[config.mk]
export PLATFORM = sky130hd
export DESIGN_NAME = ttc_lite
export DESIGN_NICKNAME = d
export VERILOG_FILES = /design/src/source/ttc_pkg.sv /design/src/source/ttc_reg_if.sv /design/src/source/ttc_prescaler.sv /design/src/source/ttc_timer.sv /design/src/source/ttc_apb_regs.sv /design/src/source/ttc_lite.sv
export SDC_FILE = /design/constraint.sdc
export NUM_CORES = 1
export LEC_CHECK = 0
export ABC_AREA = 1
export BUFFER_PORTS_ARGS = -buffer_cell sky130_fd_sc_hd__buf_4
export CORE_MARGIN = 2
export CORE_UTILIZATION = 65
export DETAILED_ROUTE_END_ITERATION = 8
export PLACE_DENSITY = 0.88
export SLEW_MARGIN = 20
export SYNTH_ARGS = -nofsm -noshare
export SYNTH_HDL_FRONTEND = slang
export SYNTH_HIERARCHICAL = 1
export SYNTH_SLANG_ARGS = --single-unit
[constraint.sdc]
create_clock -name pclk -period 6 [get_ports pclk]
set_input_delay 0.3 -clock pclk [delete_from_list [all_inputs] [get_ports pclk]]
set_output_delay 0.3 -clock pclk [all_outputs]
set_load 0.02 [all_outputs]
[src/source/ttc_pkg.sv]
`default_nettype none

package ttc_pkg;

   // ----------------------------------------
   // Sizes and base types
   // ----------------------------------------
   localparam int num_timers  = 3;
   localparam int addr_w      = 8;
   localparam int data_w      = 32;
   localparam int count_w     = 16;
   localparam int num_strobes = 6;   // One per writable register

   typedef logic [addr_w-1:0]      apb_addr_t;
   typedef logic [data_w-1:0]      apb_data_t;
   typedef logic [count_w-1:0]     count_t;      // Counter, interval and match
   typedef logic [4:0]             clk_ctrl_t;   // Exponent and prescale enable
   typedef logic [3:0]             cntr_ctrl_t;
   typedef logic [2:0]             int_t;        // Status and enable share layout
   typedef logic [num_strobes-1:0] reg_strobe_t;

   // ----------------------------------------
   // Register map
   // ----------------------------------------
   localparam int kind_msb = 7;      // paddr[7:4] picks the register
   localparam int kind_lsb = 4;
   localparam int tidx_msb = 3;      // paddr[3:2] picks the timer
   localparam int tidx_lsb = 2;

   typedef enum logic [3:0] {
      reg_clk_ctrl   = 4'd0,
      reg_cntr_ctrl  = 4'd1,
      reg_count      = 4'd2,         // Read only
      reg_interval   = 4'd3,
      reg_match      = 4'd4,
      reg_int_status = 4'd5,         // Clears on read
      reg_int_enable = 4'd6
   } reg_kind_t;

   // Strobe bit positions
   localparam int stb_clk_ctrl   = 0;
   localparam int stb_cntr_ctrl  = 1;
   localparam int stb_interval   = 2;
   localparam int stb_match      = 3;
   localparam int stb_int_status = 4;   // Write one to clear
   localparam int stb_int_enable = 5;

   // ----------------------------------------
   // Control fields
   // ----------------------------------------
   localparam int ck_pre_en    = 0;
   localparam int ck_exp_lsb   = 1;
   localparam int ck_exp_msb   = 4;
   localparam int cc_run       = 0;
   localparam int cc_interval  = 1;
   localparam int cc_match_en  = 2;
   localparam int cc_restart   = 3;     // Self clearing
   localparam int int_overflow = 0;
   localparam int int_interval = 1;
   localparam int int_match    = 2;

   // APB phase tracker
   typedef enum logic [1:0] {
      apb_idle,
      apb_setup,
      apb_access
   } apb_state_t;

endpackage

`default_nettype wire

[src/source/ttc_reg_if.sv]
`timescale 1ns/1ps
`default_nettype none

// Register bundle of one timer
interface ttc_reg_if import ttc_pkg::*; ();

   // Decoder side
   reg_strobe_t wr_strobe;   // One hot, access cycle only
   count_t      wdata;       // Low half of pwdata
   logic        rd_clear;    // Status read in progress

   // Timer side, live register values
   clk_ctrl_t   clk_ctrl;
   cntr_ctrl_t  cntr_ctrl;
   count_t      count;
   count_t      interval;
   count_t      match;
   int_t        int_status;
   int_t        int_enable;

   modport ctrl (
      output wr_strobe, wdata, rd_clear,
      input  clk_ctrl, cntr_ctrl, count, interval, match,
      input  int_status, int_enable
   );

   modport timer (
      input  wr_strobe, wdata, rd_clear,
      output clk_ctrl, cntr_ctrl, count, interval, match,
      output int_status, int_enable
   );

endinterface

`default_nettype wire

[src/source/ttc_prescaler.sv]
`timescale 1ns/1ps
`default_nettype none

module ttc_prescaler import ttc_pkg::*; (
   input  logic      pclk,
   input  logic      arst_n,
   input  clk_ctrl_t clk_ctrl,
   input  logic      restart,   // Counter restart write
   output logic      tick
);

   clk_ctrl_t             ctrl_q;      // Setting seen last cycle
   count_t                div_q;
   count_t                div_last;
   logic [$bits(count_t):0] period;    // 2^(e+1), one bit above count_t
   logic                  pre_en;
   logic                  cfg_change;

   assign pre_en     = clk_ctrl[ck_pre_en];
   assign period     = (1 << 1) << clk_ctrl[ck_exp_msb:ck_exp_lsb];
   assign div_last   = count_t'(period - 1'b1);
   assign cfg_change = clk_ctrl != ctrl_q;

   // Every cycle when bypassed
   assign tick = !pre_en || (div_q == div_last && !cfg_change);

   always_ff @(posedge pclk or negedge arst_n) begin
      if (!arst_n) begin
         ctrl_q <= '0;
         div_q  <= '0;
      end else begin
         ctrl_q <= clk_ctrl;
         if (restart || cfg_change || !pre_en)
            div_q <= '0;                    // Start a fresh period
         else if (div_q == div_last)
            div_q <= '0;
         else
            div_q <= div_q + 1'b1;
      end
   end

endmodule

`default_nettype wire

[src/source/ttc_timer.sv]
`timescale 1ns/1ps
`default_nettype none

module ttc_timer import ttc_pkg::*; (
   input  logic     pclk,
   input  logic     arst_n,
   ttc_reg_if.timer regs,
   output logic     interrupt
);

   clk_ctrl_t  clk_ctrl_q;
   cntr_ctrl_t cntr_ctrl_q;      // Restart bit always held at 0
   count_t     interval_q;
   count_t     match_q;
   count_t     count_q;
   count_t     count_nxt;
   int_t       int_enable_q;
   int_t       int_status_q;
   int_t       int_event;
   int_t       int_clear;
   logic       restart;
   logic       tick;
   logic       step;
   logic       intv_hit, ovf_hit, match_hit;

   // ----------------------------------------
   // Configuration registers
   // ----------------------------------------
   always_ff @(posedge pclk or negedge arst_n) begin
      if (!arst_n) begin
         clk_ctrl_q   <= '0;
         cntr_ctrl_q  <= '0;
         interval_q   <= '0;
         match_q      <= '0;
         int_enable_q <= '0;
      end else begin
         if (regs.wr_strobe[stb_clk_ctrl])
            clk_ctrl_q <= regs.wdata[$bits(clk_ctrl_t)-1:0];
         if (regs.wr_strobe[stb_cntr_ctrl]) begin
            cntr_ctrl_q             <= regs.wdata[$bits(cntr_ctrl_t)-1:0];
            cntr_ctrl_q[cc_restart] <= 1'b0;         // Acts once then drops
         end
         if (regs.wr_strobe[stb_interval])
            interval_q <= regs.wdata;
         if (regs.wr_strobe[stb_match])
            match_q <= regs.wdata;
         if (regs.wr_strobe[stb_int_enable])
            int_enable_q <= regs.wdata[$bits(int_t)-1:0];
      end
   end

   assign restart = regs.wr_strobe[stb_cntr_ctrl] && regs.wdata[cc_restart];

   // Count tick source
   ttc_prescaler u_prescaler (
      .pclk     (pclk),
      .arst_n   (arst_n),
      .clk_ctrl (clk_ctrl_q),
      .restart  (restart),
      .tick     (tick)
   );

   // ----------------------------------------
   // Counter and wrap logic
   // ----------------------------------------
   assign step      = cntr_ctrl_q[cc_run] && tick && !restart;
   assign intv_hit  = step && cntr_ctrl_q[cc_interval] && (count_q == interval_q);
   assign ovf_hit   = step && !intv_hit && (count_q == '1);   // Full count wrap
   assign count_nxt = intv_hit ? '0 : count_q + 1'b1;
   assign match_hit = step && cntr_ctrl_q[cc_match_en] && (count_nxt == match_q);

   always_ff @(posedge pclk or negedge arst_n) begin
      if (!arst_n)
         count_q <= '0;
      else if (restart)
         count_q <= '0;
      else if (step)
         count_q <= count_nxt;
   end

   // ----------------------------------------
   // Status and interrupt
   // ----------------------------------------
   always_comb begin
      int_event               = '0;
      int_event[int_overflow] = ovf_hit;
      int_event[int_interval] = intv_hit;
      int_event[int_match]    = match_hit;
   end

   // Read clears all, write clears the ones written
   always_comb begin
      if (regs.rd_clear)
         int_clear = '1;
      else if (regs.wr_strobe[stb_int_status])
         int_clear = regs.wdata[$bits(int_t)-1:0];
      else
         int_clear = '0;
   end

   always_ff @(posedge pclk or negedge arst_n) begin
      if (!arst_n) begin
         int_status_q <= '0;
         interrupt    <= 1'b0;
      end else begin
         int_status_q <= (int_status_q & ~int_clear) | int_event;  // Event wins
         interrupt    <= |(int_status_q & int_enable_q);
      end
   end

   // Read back
   assign regs.clk_ctrl   = clk_ctrl_q;
   assign regs.cntr_ctrl  = cntr_ctrl_q;
   assign regs.count      = count_q;
   assign regs.interval   = interval_q;
   assign regs.match      = match_q;
   assign regs.int_status = int_status_q;
   assign regs.int_enable = int_enable_q;

   a_irq_follows_status: assert property (@(posedge pclk) disable iff (!arst_n)
      interrupt |-> $past(|(int_status_q & int_enable_q)));

endmodule

`default_nettype wire

[src/source/ttc_apb_regs.sv]
`timescale 1ns/1ps
`default_nettype none

module ttc_apb_regs import ttc_pkg::*; (
   input  logic      pclk,
   input  logic      arst_n,
   input  logic      psel,
   input  logic      penable,
   input  logic      pwrite,
   input  apb_addr_t paddr,
   input  apb_data_t pwdata,
   output apb_data_t prdata,
   ttc_reg_if.ctrl   tmr0,
   ttc_reg_if.ctrl   tmr1,
   ttc_reg_if.ctrl   tmr2
);

   apb_state_t  state_q, state_d;
   reg_kind_t   kind;
   logic [1:0]  tmr_idx;
   logic        access, wr_acc, rd_acc;
   reg_strobe_t strobe;
   apb_data_t   rd_val [num_timers];

   // ----------------------------------------
   // Phase tracker
   // ----------------------------------------
   always_comb begin
      state_d = apb_idle;
      case (state_q)
         apb_idle, apb_access: begin
            if (psel && !penable)
               state_d = apb_setup;      // New transfer, back to back allowed
         end
         apb_setup: begin
            if (psel && penable)
               state_d = apb_access;
         end
         default: state_d = apb_idle;
      endcase
   end

   always_ff @(posedge pclk or negedge arst_n) begin
      if (!arst_n)
         state_q <= apb_idle;
      else
         state_q <= state_d;
   end

   // Access cycle only counts after a real setup cycle
   assign access = psel && penable && (state_q == apb_setup);
   assign wr_acc = access && pwrite;
   assign rd_acc = access && !pwrite;

   // ----------------------------------------
   // Address decode
   // ----------------------------------------
   assign kind    = reg_kind_t'(paddr[kind_msb:kind_lsb]);
   assign tmr_idx = paddr[tidx_msb:tidx_lsb];

   always_comb begin
      strobe = '0;
      case (kind)
         reg_clk_ctrl:   strobe[stb_clk_ctrl]   = 1'b1;
         reg_cntr_ctrl:  strobe[stb_cntr_ctrl]  = 1'b1;
         reg_interval:   strobe[stb_interval]   = 1'b1;
         reg_match:      strobe[stb_match]      = 1'b1;
         reg_int_status: strobe[stb_int_status] = 1'b1;
         reg_int_enable: strobe[stb_int_enable] = 1'b1;
         default:        strobe = '0;          // Count and unmapped kinds
      endcase
   end

   // Strobes and clears go to the addressed timer only
   assign tmr0.wr_strobe = (wr_acc && tmr_idx == 2'd0) ? strobe : '0;
   assign tmr1.wr_strobe = (wr_acc && tmr_idx == 2'd1) ? strobe : '0;
   assign tmr2.wr_strobe = (wr_acc && tmr_idx == 2'd2) ? strobe : '0;
   assign tmr0.wdata     = pwdata[$bits(count_t)-1:0];
   assign tmr1.wdata     = pwdata[$bits(count_t)-1:0];
   assign tmr2.wdata     = pwdata[$bits(count_t)-1:0];
   assign tmr0.rd_clear  = rd_acc && kind == reg_int_status && tmr_idx == 2'd0;
   assign tmr1.rd_clear  = rd_acc && kind == reg_int_status && tmr_idx == 2'd1;
   assign tmr2.rd_clear  = rd_acc && kind == reg_int_status && tmr_idx == 2'd2;

   // ----------------------------------------
   // Read mux
   // ----------------------------------------
   function automatic apb_data_t reg_value(input reg_kind_t k, input clk_ctrl_t ck,
                                           input cntr_ctrl_t cc, input count_t cnt,
                                           input count_t iv, input count_t mt,
                                           input int_t st, input int_t en);
      apb_data_t v;
      case (k)
         reg_clk_ctrl:   v = apb_data_t'(ck);     // Zero extended
         reg_cntr_ctrl:  v = apb_data_t'(cc);
         reg_count:      v = apb_data_t'(cnt);
         reg_interval:   v = apb_data_t'(iv);
         reg_match:      v = apb_data_t'(mt);
         reg_int_status: v = apb_data_t'(st);
         reg_int_enable: v = apb_data_t'(en);
         default:        v = '0;
      endcase
      return v;
   endfunction

   assign rd_val[0] = reg_value(kind, tmr0.clk_ctrl, tmr0.cntr_ctrl, tmr0.count,
                                tmr0.interval, tmr0.match, tmr0.int_status, tmr0.int_enable);
   assign rd_val[1] = reg_value(kind, tmr1.clk_ctrl, tmr1.cntr_ctrl, tmr1.count,
                                tmr1.interval, tmr1.match, tmr1.int_status, tmr1.int_enable);
   assign rd_val[2] = reg_value(kind, tmr2.clk_ctrl, tmr2.cntr_ctrl, tmr2.count,
                                tmr2.interval, tmr2.match, tmr2.int_status, tmr2.int_enable);

   // Zero outside read access and for index 3
   assign prdata = (rd_acc && int'(tmr_idx) < num_timers) ? rd_val[tmr_idx] : '0;

   // ----------------------------------------
   // Checks
   // ----------------------------------------
   a_setup_before_access: assert property (@(posedge pclk) disable iff (!arst_n)
      $rose(penable) |-> state_q == apb_setup);

   a_one_strobe: assert property (@(posedge pclk) disable iff (!arst_n)
      $onehot0({tmr0.wr_strobe, tmr1.wr_strobe, tmr2.wr_strobe}));

endmodule

`default_nettype wire

[src/source/ttc_lite.sv]
`timescale 1ns/1ps
`default_nettype none

module ttc_lite import ttc_pkg::*; (
   input  logic                  pclk,
   input  logic                  arst_n,
   input  logic                  psel,
   input  logic                  penable,
   input  logic                  pwrite,
   input  apb_addr_t             paddr,
   input  apb_data_t             pwdata,
   output apb_data_t             prdata,
   output logic [num_timers-1:0] interrupt   // Bit n from timer n
);

   // ----------------------------------------
   // Register bundles, one per timer
   // ----------------------------------------
   ttc_reg_if tmr0_if ();
   ttc_reg_if tmr1_if ();
   ttc_reg_if tmr2_if ();

   // APB decode, no timer state here
   ttc_apb_regs u_regs (
      .pclk    (pclk),
      .arst_n  (arst_n),
      .psel    (psel),
      .penable (penable),
      .pwrite  (pwrite),
      .paddr   (paddr),
      .pwdata  (pwdata),
      .prdata  (prdata),
      .tmr0    (tmr0_if),
      .tmr1    (tmr1_if),
      .tmr2    (tmr2_if)
   );

   // ----------------------------------------
   // Timers
   // ----------------------------------------
   ttc_timer u_tmr0 (
      .pclk      (pclk),
      .arst_n    (arst_n),
      .regs      (tmr0_if),
      .interrupt (interrupt[0])
   );

   ttc_timer u_tmr1 (
      .pclk      (pclk),
      .arst_n    (arst_n),
      .regs      (tmr1_if),
      .interrupt (interrupt[1])
   );

   ttc_timer u_tmr2 (
      .pclk      (pclk),
      .arst_n    (arst_n),
      .regs      (tmr2_if),
      .interrupt (interrupt[2])
   );

endmodule

`default_nettype wire

==> impl_metrics.csv, run 1 <==
group,metric,value,unit
critical_path,cp.arrival,5010,ps
sta,setup_violations,0,
placed_design,dp_cells,2841,
grt,grt_use_total,35.03,%
grt,grt_pass1_vias,16330,
routing,vias,17180,
sta,grt_setup_unrepaired,"false",
critical_path,crit_fanout,31,
cts,cts_setup_buffers,0,
cts,clkSinkCount,254,
critical_path,cp_slowest_stage_delay,680,ps
routing,drt_iter0_markers,2154,
sta,tightest_slew,1157,ps
placed_design,dpl.hpwl,34.17,mm
critical_path,slowest_stage,"dfrtp_1",
synthesis,synth_area,0.01769,mm2
cts,clk_pin_slew,60,ps
power,power.density,203.1,mW/mm2
floorplan,fp.dieH,169.0,um
critical_path,critPathCaptureType,"register",
flow_run,maxCapViolCount,0,
power,internal-power,2803,uW
cts,cts_max_level,1,
cells_and_area,stdcell_count,2895,
run_status,status,"finished clean",
cells_and_area,utilization,69.39,%
power,switching_power,972.9,uW
hold_path,worst_hold_startpoint,"pwdata[8]",
routing,routed-wl-met3,4.493,mm
cts,cts_buffers,29,
routing,viasPerCell,5.935,
power,netSwitchingFraction,25.76,%
routing,wl_met2,22.08,mm
grt,antenna_found_initial,0,
placed_design,io_buffers,45,
synthesis,synthArstFlopShare,100.0,%
cells_and_area,n_antenna_cell,0,
floorplan,start_util,66.01,%
synthesis,yosys_warnings,6,
grt,grt_max_degree,182,
synthesis,yosysSeqAreaShare,35.93,%
grt,overflow,0,
synthesis,avgSynthCellArea,6.878,um2
critical_path,rr_startpoint,"u_tmr0/regs.clk_ctrl[2]$_DFFE_PN0P_",
cts,cts_root_buffer,"clkbuf_16",
floorplan,core,0.02680,mm2
sta,hold_violations,0,
cells_and_area,syn_to_final_growth,5.121,%
floorplan,rows,60,
routing,antenna_left,0,
floorplan,io_pins,80,
routing,top_layer,"met4",
floorplan,die_area,0.02855,mm2
routing,wl_per_cell,17.25,um
critical_path,crit_path_frequent_cell,"nand2_1",
routing,postRouteWirelength,49.95,mm
cts,cts_resized,0,
critical_path,cp-startpoint,"u_tmr0/regs.clk_ctrl[2]$_DFFE_PN0P_",
power,peakVddDrop,0.2101,mV
sta,drv_slew,0,
power,leakagePower,0.009008,uW
cts,clockBufferDepth,3,
critical_path,required,6460,ps
cells_and_area,ff_latch_area,0.006356,mm2
cts,worstSkewPairLatency,570,ps
sta,min_period_over_period,75.90,%
cells_and_area,multi_input_area,0.009331,mm2
sta,fin_worst_skew,22.27,ps
synthesis,synth_ff_type,"dfrtp_1",
power,comb_power_share,8.6,%
critical_path,startpoint_type,"register",
floorplan,die_w,169.0,um
routing,firstDrtPassIters,8,
sta,relSlewSlack,22.70,%
cts,cts_tree,"built",
power,clkPwrFrac,44.5,%
sta,max_freq,219.6,MHz
cells_and_area,nFillCells,2232,
routing,wl_met1,20.33,mm
synthesis,ys_ff_latch,254,
grt,grt_pass1_wl,81.00,mm
routing,drc,0,
sta,whs,4.064,ps
synthesis,synth_edf_count,0,
placed_design,gpl.final_weighted_congestion,1.017,
synthesis,ys_types,44,
sta,fin_tns_setup,0,ps
cells_and_area,drive_gt1_share,11.35,%
critical_path,r2r_cells,28,
cts,holdBufCountCts,3,
hold_path,holdPathStages,3,
synthesis,synthCells,2572,
power,seq_power_share,46.9,%
sta,fin_crit,4554,ps
hold_path,hp-class,"primary input to register",
cells_and_area,nets,2588,
critical_path,criticalPathCategory,"register to register",
## power groups by stage
stage	Clock [uW]	Sequential, uW	Combinational [uW]
floorplan	0	1790	227
global placement	0	1800	307
detailed placement	0	1800	315
CTS	1700	1770	319
global route	1770	1770	359
finish	1680	1770	326
## worst paths after layout
check	to	slack, ps
max	u_tmr0/regs.int_status[2]$_DFF_PN0_	1450
min	u_tmr1/regs.match[8]$_DFFE_PN0P_	4
max reg2reg	u_tmr0/regs.int_status[2]$_DFF_PN0_	1450
min reg2reg	u_regs/state_q[0]$_DFF_PN0_	430
max in group asynchronous	u_tmr0/regs.interval[3]$_DFFE_PN0P_	4370
min in group asynchronous	u_tmr2/u_prescaler/div_q[6]$_DFF_PN0_	280
## per-layer routing
layer	track usage (%)	vias up
li1	-	8030
met4	20.36	0
met3	4.793	204
met5	0	-
met1	46.98	7954
met2	54.83	995
## critical path: cells and delay by family, from the launching register on
kind,cells,cell delay (ps)
compound gates,1,110
flops,1,680
simple gates,24,3200
buf+inv,2,130
fa+ha+maj,1,350
## synth_stat cells (2+ instances only)
master	n	share of area, %
buf_6	17	1.1
nor3_1	22	0.62
clkbuf_1	35	0.74
nand3b_1	5	0.21
nand2_1	823	17
nand2_2	27	0.95
dfrtp_1	254	36
nor2_1	247	5.2
inv_2	22	0.47
nand3_1	264	7.5
nand3_2	21	1.2
nor2_4	10	0.64
nand4_1	48	1.7
a21oi_1	19	0.54
o211ai_1	2	0.085
o21ai_1	10	0.28
buf_4	73	3.1
nor2_2	45	1.6
buf_2	17	0.48
mux2_2	36	2.3
nor3b_1	4	0.17
inv_4	3	0.11
o21ai_0	121	3.4
clkinv_1	6	0.13
nor4_1	13	0.46
nor2_8	3	0.34
ha_1	9	0.64
nand2_4	7	0.45
o22ai_1	48	1.7
conb_1	4	0.085
xor2_1	65	3.2
xnor2_1	15	0.74
nand3_4	3	0.30
o21ai_2	3	0.15
inv_1	262	5.6
## per-stage QoR
step,setup WS [ps],area (um2),power [uW]
CTS,1632,18590,3790
finish,1446,18600,3776
floorplan,2919,17750,2016
global route,1021,18600,3904
detailed placement,1649,17670,2113
global placement,1687,17670,2103
## sequential cells by signal, summed over array words and instances, names as in the netlist, 16 cells and up
name,flops
u_tmr0/regs.count,16
u_tmr0/regs.interval,16
u_tmr0/regs.match,16
u_tmr0/u_prescaler/div_q,16
u_tmr1/regs.count,16
u_tmr1/regs.interval,16
u_tmr1/regs.match,16
u_tmr1/u_prescaler/div_q,16
u_tmr2/regs.count,16
u_tmr2/regs.interval,16
u_tmr2/regs.match,16
u_tmr2/u_prescaler/div_q,16
## placed cells by master, fill, tap and decap left out, types with 45 or more instances in the layout
cell type  instances
inv_1            262
nand2_1          823
dfrtp_1          254
o21ai_0          121
nand4_1           48
o22ai_1           48
buf_4             56
nor2_1           242
nor2_2            45
nand3_1          264
xor2_1            65
## kinds of logic (layout without fill, tap and decap cells)
family | count (synthesis) | in the layout | share of synthesized area [%]
muxes | 36 | 36 | 2.292
and+or+nand+nor | 1546 | 1546 | 38.95
DFF | 254 | 254 | 35.93
xor gates and xnor gates | 80 | 80 | 3.961
other | 4 | 19 | 0.08485
AOI/OAI and AO/OA | 205 | 205 | 6.266
buffers and inverters | 438 | 405 | 11.88
adders and majority gates | 9 | 9 | 0.6365
## cell type report
cell class | count | share of cell area, %
Sequential cell | 254 | 34.18
Clock buffer | 41 | 4.360
Timing Repair Buffer | 61 | 2.611
Inverter | 293 | 5.954
Multi-Input combinational cell | 1895 | 50.18
Tap cell | 341 | 2.294
Clock inverter | 10 | 0.4239
Note: power is estimated with default switching activity, not from simulation.
==> inputs of run 2 (changes only) <==
- CORE_UTILIZATION: 65 -> 57
- PLACE_DENSITY: 0.88 -> 0.82
- clock period: 6 -> 4.1 ns (I/O delays scaled with it)
==> impl_metrics.csv, run 2 (synthesized netlist as in run 1, its figures left out) <==
group,metric,value,unit
cts,cts_buffers,30,
routing,postRouteWirelength,50.30,mm
floorplan,io_pins,80,
critical_path,required,4630,ps
hold_path,hp-class,"primary input to register",
grt,overflow,0,
cells_and_area,nets,2624,
floorplan,core,0.03059,mm2
routing,antenna_left,0,
sta,tightest_slew,944.9,ps
cts,clkSinkCount,254,
flow_run,maxCapViolCount,0,
critical_path,crit_fanout,16,
grt,grt_pass1_vias,16100,
routing,drt_iter0_markers,1983,
cts,clk_pin_slew,60,ps
sta,relSlewSlack,37.00,%
grt,antenna_found_initial,0,
sta,max_freq,268.9,MHz
cts,cts_max_level,1,
power,leakagePower,0.009280,uW
sta,setup_violations,0,
grt,grt_max_degree,119,
grt,grt_use_total,30.65,%
sta,fin_worst_skew,33.41,ps
sta,fin_tns_setup,0,ps
floorplan,fp.dieH,180.2,um
routing,wl_per_cell,16.82,um
floorplan,die_w,180.2,um
placed_design,gpl.final_weighted_congestion,1.002,
sta,hold_violations,0,
cells_and_area,drive_gt1_share,12.49,%
placed_design,dpl.hpwl,35.27,mm
cts,clockBufferDepth,3,
cts,cts_root_buffer,"clkbuf_16",
critical_path,startpoint_type,"register",
placed_design,io_buffers,45,
cells_and_area,stdcell_count,2990,
power,power.density,318.5,mW/mm2
critical_path,cp.arrival,4250,ps
cells_and_area,n_antenna_cell,0,
critical_path,critPathCaptureType,"register",
grt,grt_pass1_wl,82.06,mm
cells_and_area,syn_to_final_growth,8.792,%
cts,worstSkewPairLatency,600,ps
sta,fin_crit,3719,ps
sta,grt_setup_unrepaired,"false",
critical_path,criticalPathCategory,"register to register",
routing,viasPerCell,5.694,
placed_design,dp_cells,2915,
cells_and_area,final_cell_mix,"823 x nand2_1, 264 x nand3_1, 262 x inv_1",
floorplan,die_area,0.03246,mm2
routing,drc,0,
floorplan,rows,64,
sta,min_period_over_period,90.71,%
run_status,status,"finished clean",
cts,cts_tree,"built",
floorplan,start_util,57.83,%
cts,cts_setup_buffers,0,
power,peakVddDrop,0.3551,mV
cells_and_area,final_common_cell,"nand2_1",
routing,vias,17030,
routing,firstDrtPassIters,6,
sta,drv_slew,0,
run 2: changes by cell type in the layout (fill, tap and decap cells not counted), moves of 2 or more:
cell,before,now
buf_12,1,3
buf_4,56,73
bufinv_16,1,8
clkbuf_1,8,1
clkbuf_8,4,1
clkinv_2,8,6
clkinv_4,0,4
clkinvlp_4,0,3
dlygate4sd3_1,3,19
nor2_1,242,240
nor2_2,45,49
nor2_4,15,13
run 2: critical path, stage by stage, from the launching register on:
cell and delay, ps:
dfrtp_1 500, nor2_2 320, nand2_2 120, ha_1 270, nand2_1 80, inv_1 40
nor2_1 110, nor2_1 60, nor2_1 80, nand3_1 70, nor2_1 100, nand2_1 70
nor2_2 90, nand4_1 100, nand2_1 150, nand3_4 190, nor2_2 120, nand2_1 70
nor2_2 110, nand3_2 70, buf_4 210, nand3_2 70, nand2_1 50, nor2_1 150
nand2_1 140, nor2_1 110, nand3_1 100, nand2_1 90
run 2: metrics by stage:
stage | instance area, um2 | worst slack, ps | utilization, % | hold slack [ps] | total power (uW)
after global routing | 19250 | 12.16 | 62.92 | 188.0 | 6336
after detailed placement | 17910 | 441.6 | 58.54 | 364.5 | 3100
final | 19250 | 380.9 | 62.92 | 171.1 | 6130
after floorplan | 17750 | 1019 | - | -90.59 | 2950
after CTS | 19240 | 440.6 | 62.91 | 141.3 | 6160
after global placement | 17910 | 502.3 | 58.54 | 347.8 | 3087
run 2: worst paths after layout:
kind	startpoint	end	slack (ps)	cells after the start
min in group asynchronous	arst_n	u_tmr2/u_prescaler/div_q[9]$_DFF_PN0_	300	2
worst max register to register	u_tmr2/regs.clk_ctrl[1]$_DFFE_PN0P_	u_tmr2/regs.int_status[2]$_DFF_PN0_	380	27
max in group asynchronous	arst_n	u_tmr1/u_prescaler/div_q[12]$_DFF_PN0_	2880	3
worst max-delay path	u_tmr2/regs.clk_ctrl[1]$_DFFE_PN0P_	u_tmr2/regs.int_status[2]$_DFF_PN0_	380	27
worst min register to register	u_tmr2/u_prescaler/div_q[0]$_DFF_PN0_	u_tmr2/u_prescaler/div_q[0]$_DFF_PN0_	490	1
worst min-delay path	paddr[2]	u_tmr2/regs.int_status[0]$_DFF_PN0_	170	5
run 2: layout make-up:
type	count	area (um2)
Tap cell	396	495.5
Inverter	293	1107
Multi-Input combinational cell	1895	9326
Clock buffer	32	768.2
Fill cell	2724	11340
Clock inverter	24	377.9
Timing Repair Buffer	96	813.3
Sequential cell	254	6357
run 2: layer usage:
| metal | part of all wire [%] | global-route usage, % | vias up |
|---|---|---|---|
| li1 | - | - | 8098 |
| met1 | 42 | 42.36 | 7906 |
| met2 | 44 | 48.15 | 866 |
| met3 | 8.7 | 4.264 | 155 |
| met4 | 4.7 | 13.65 | 0 |
| met5 | 0 | 0 | - |
run 2: power breakdown:
part           internal, uW  switching, uW  total, uW  leakage [uW]
logic                   147            348        495       0.00566
registers              2540           43.6       2590       0.00307
clock network          1880           1170       3050      0.000553
run 2: what timing repair did:
item | CTS | global route
hold endpoints to repair | 205 | 0
gates resized for setup | 0 | 1
setup endpoints to repair | 0 | 1
hold buffers | 19 | 0
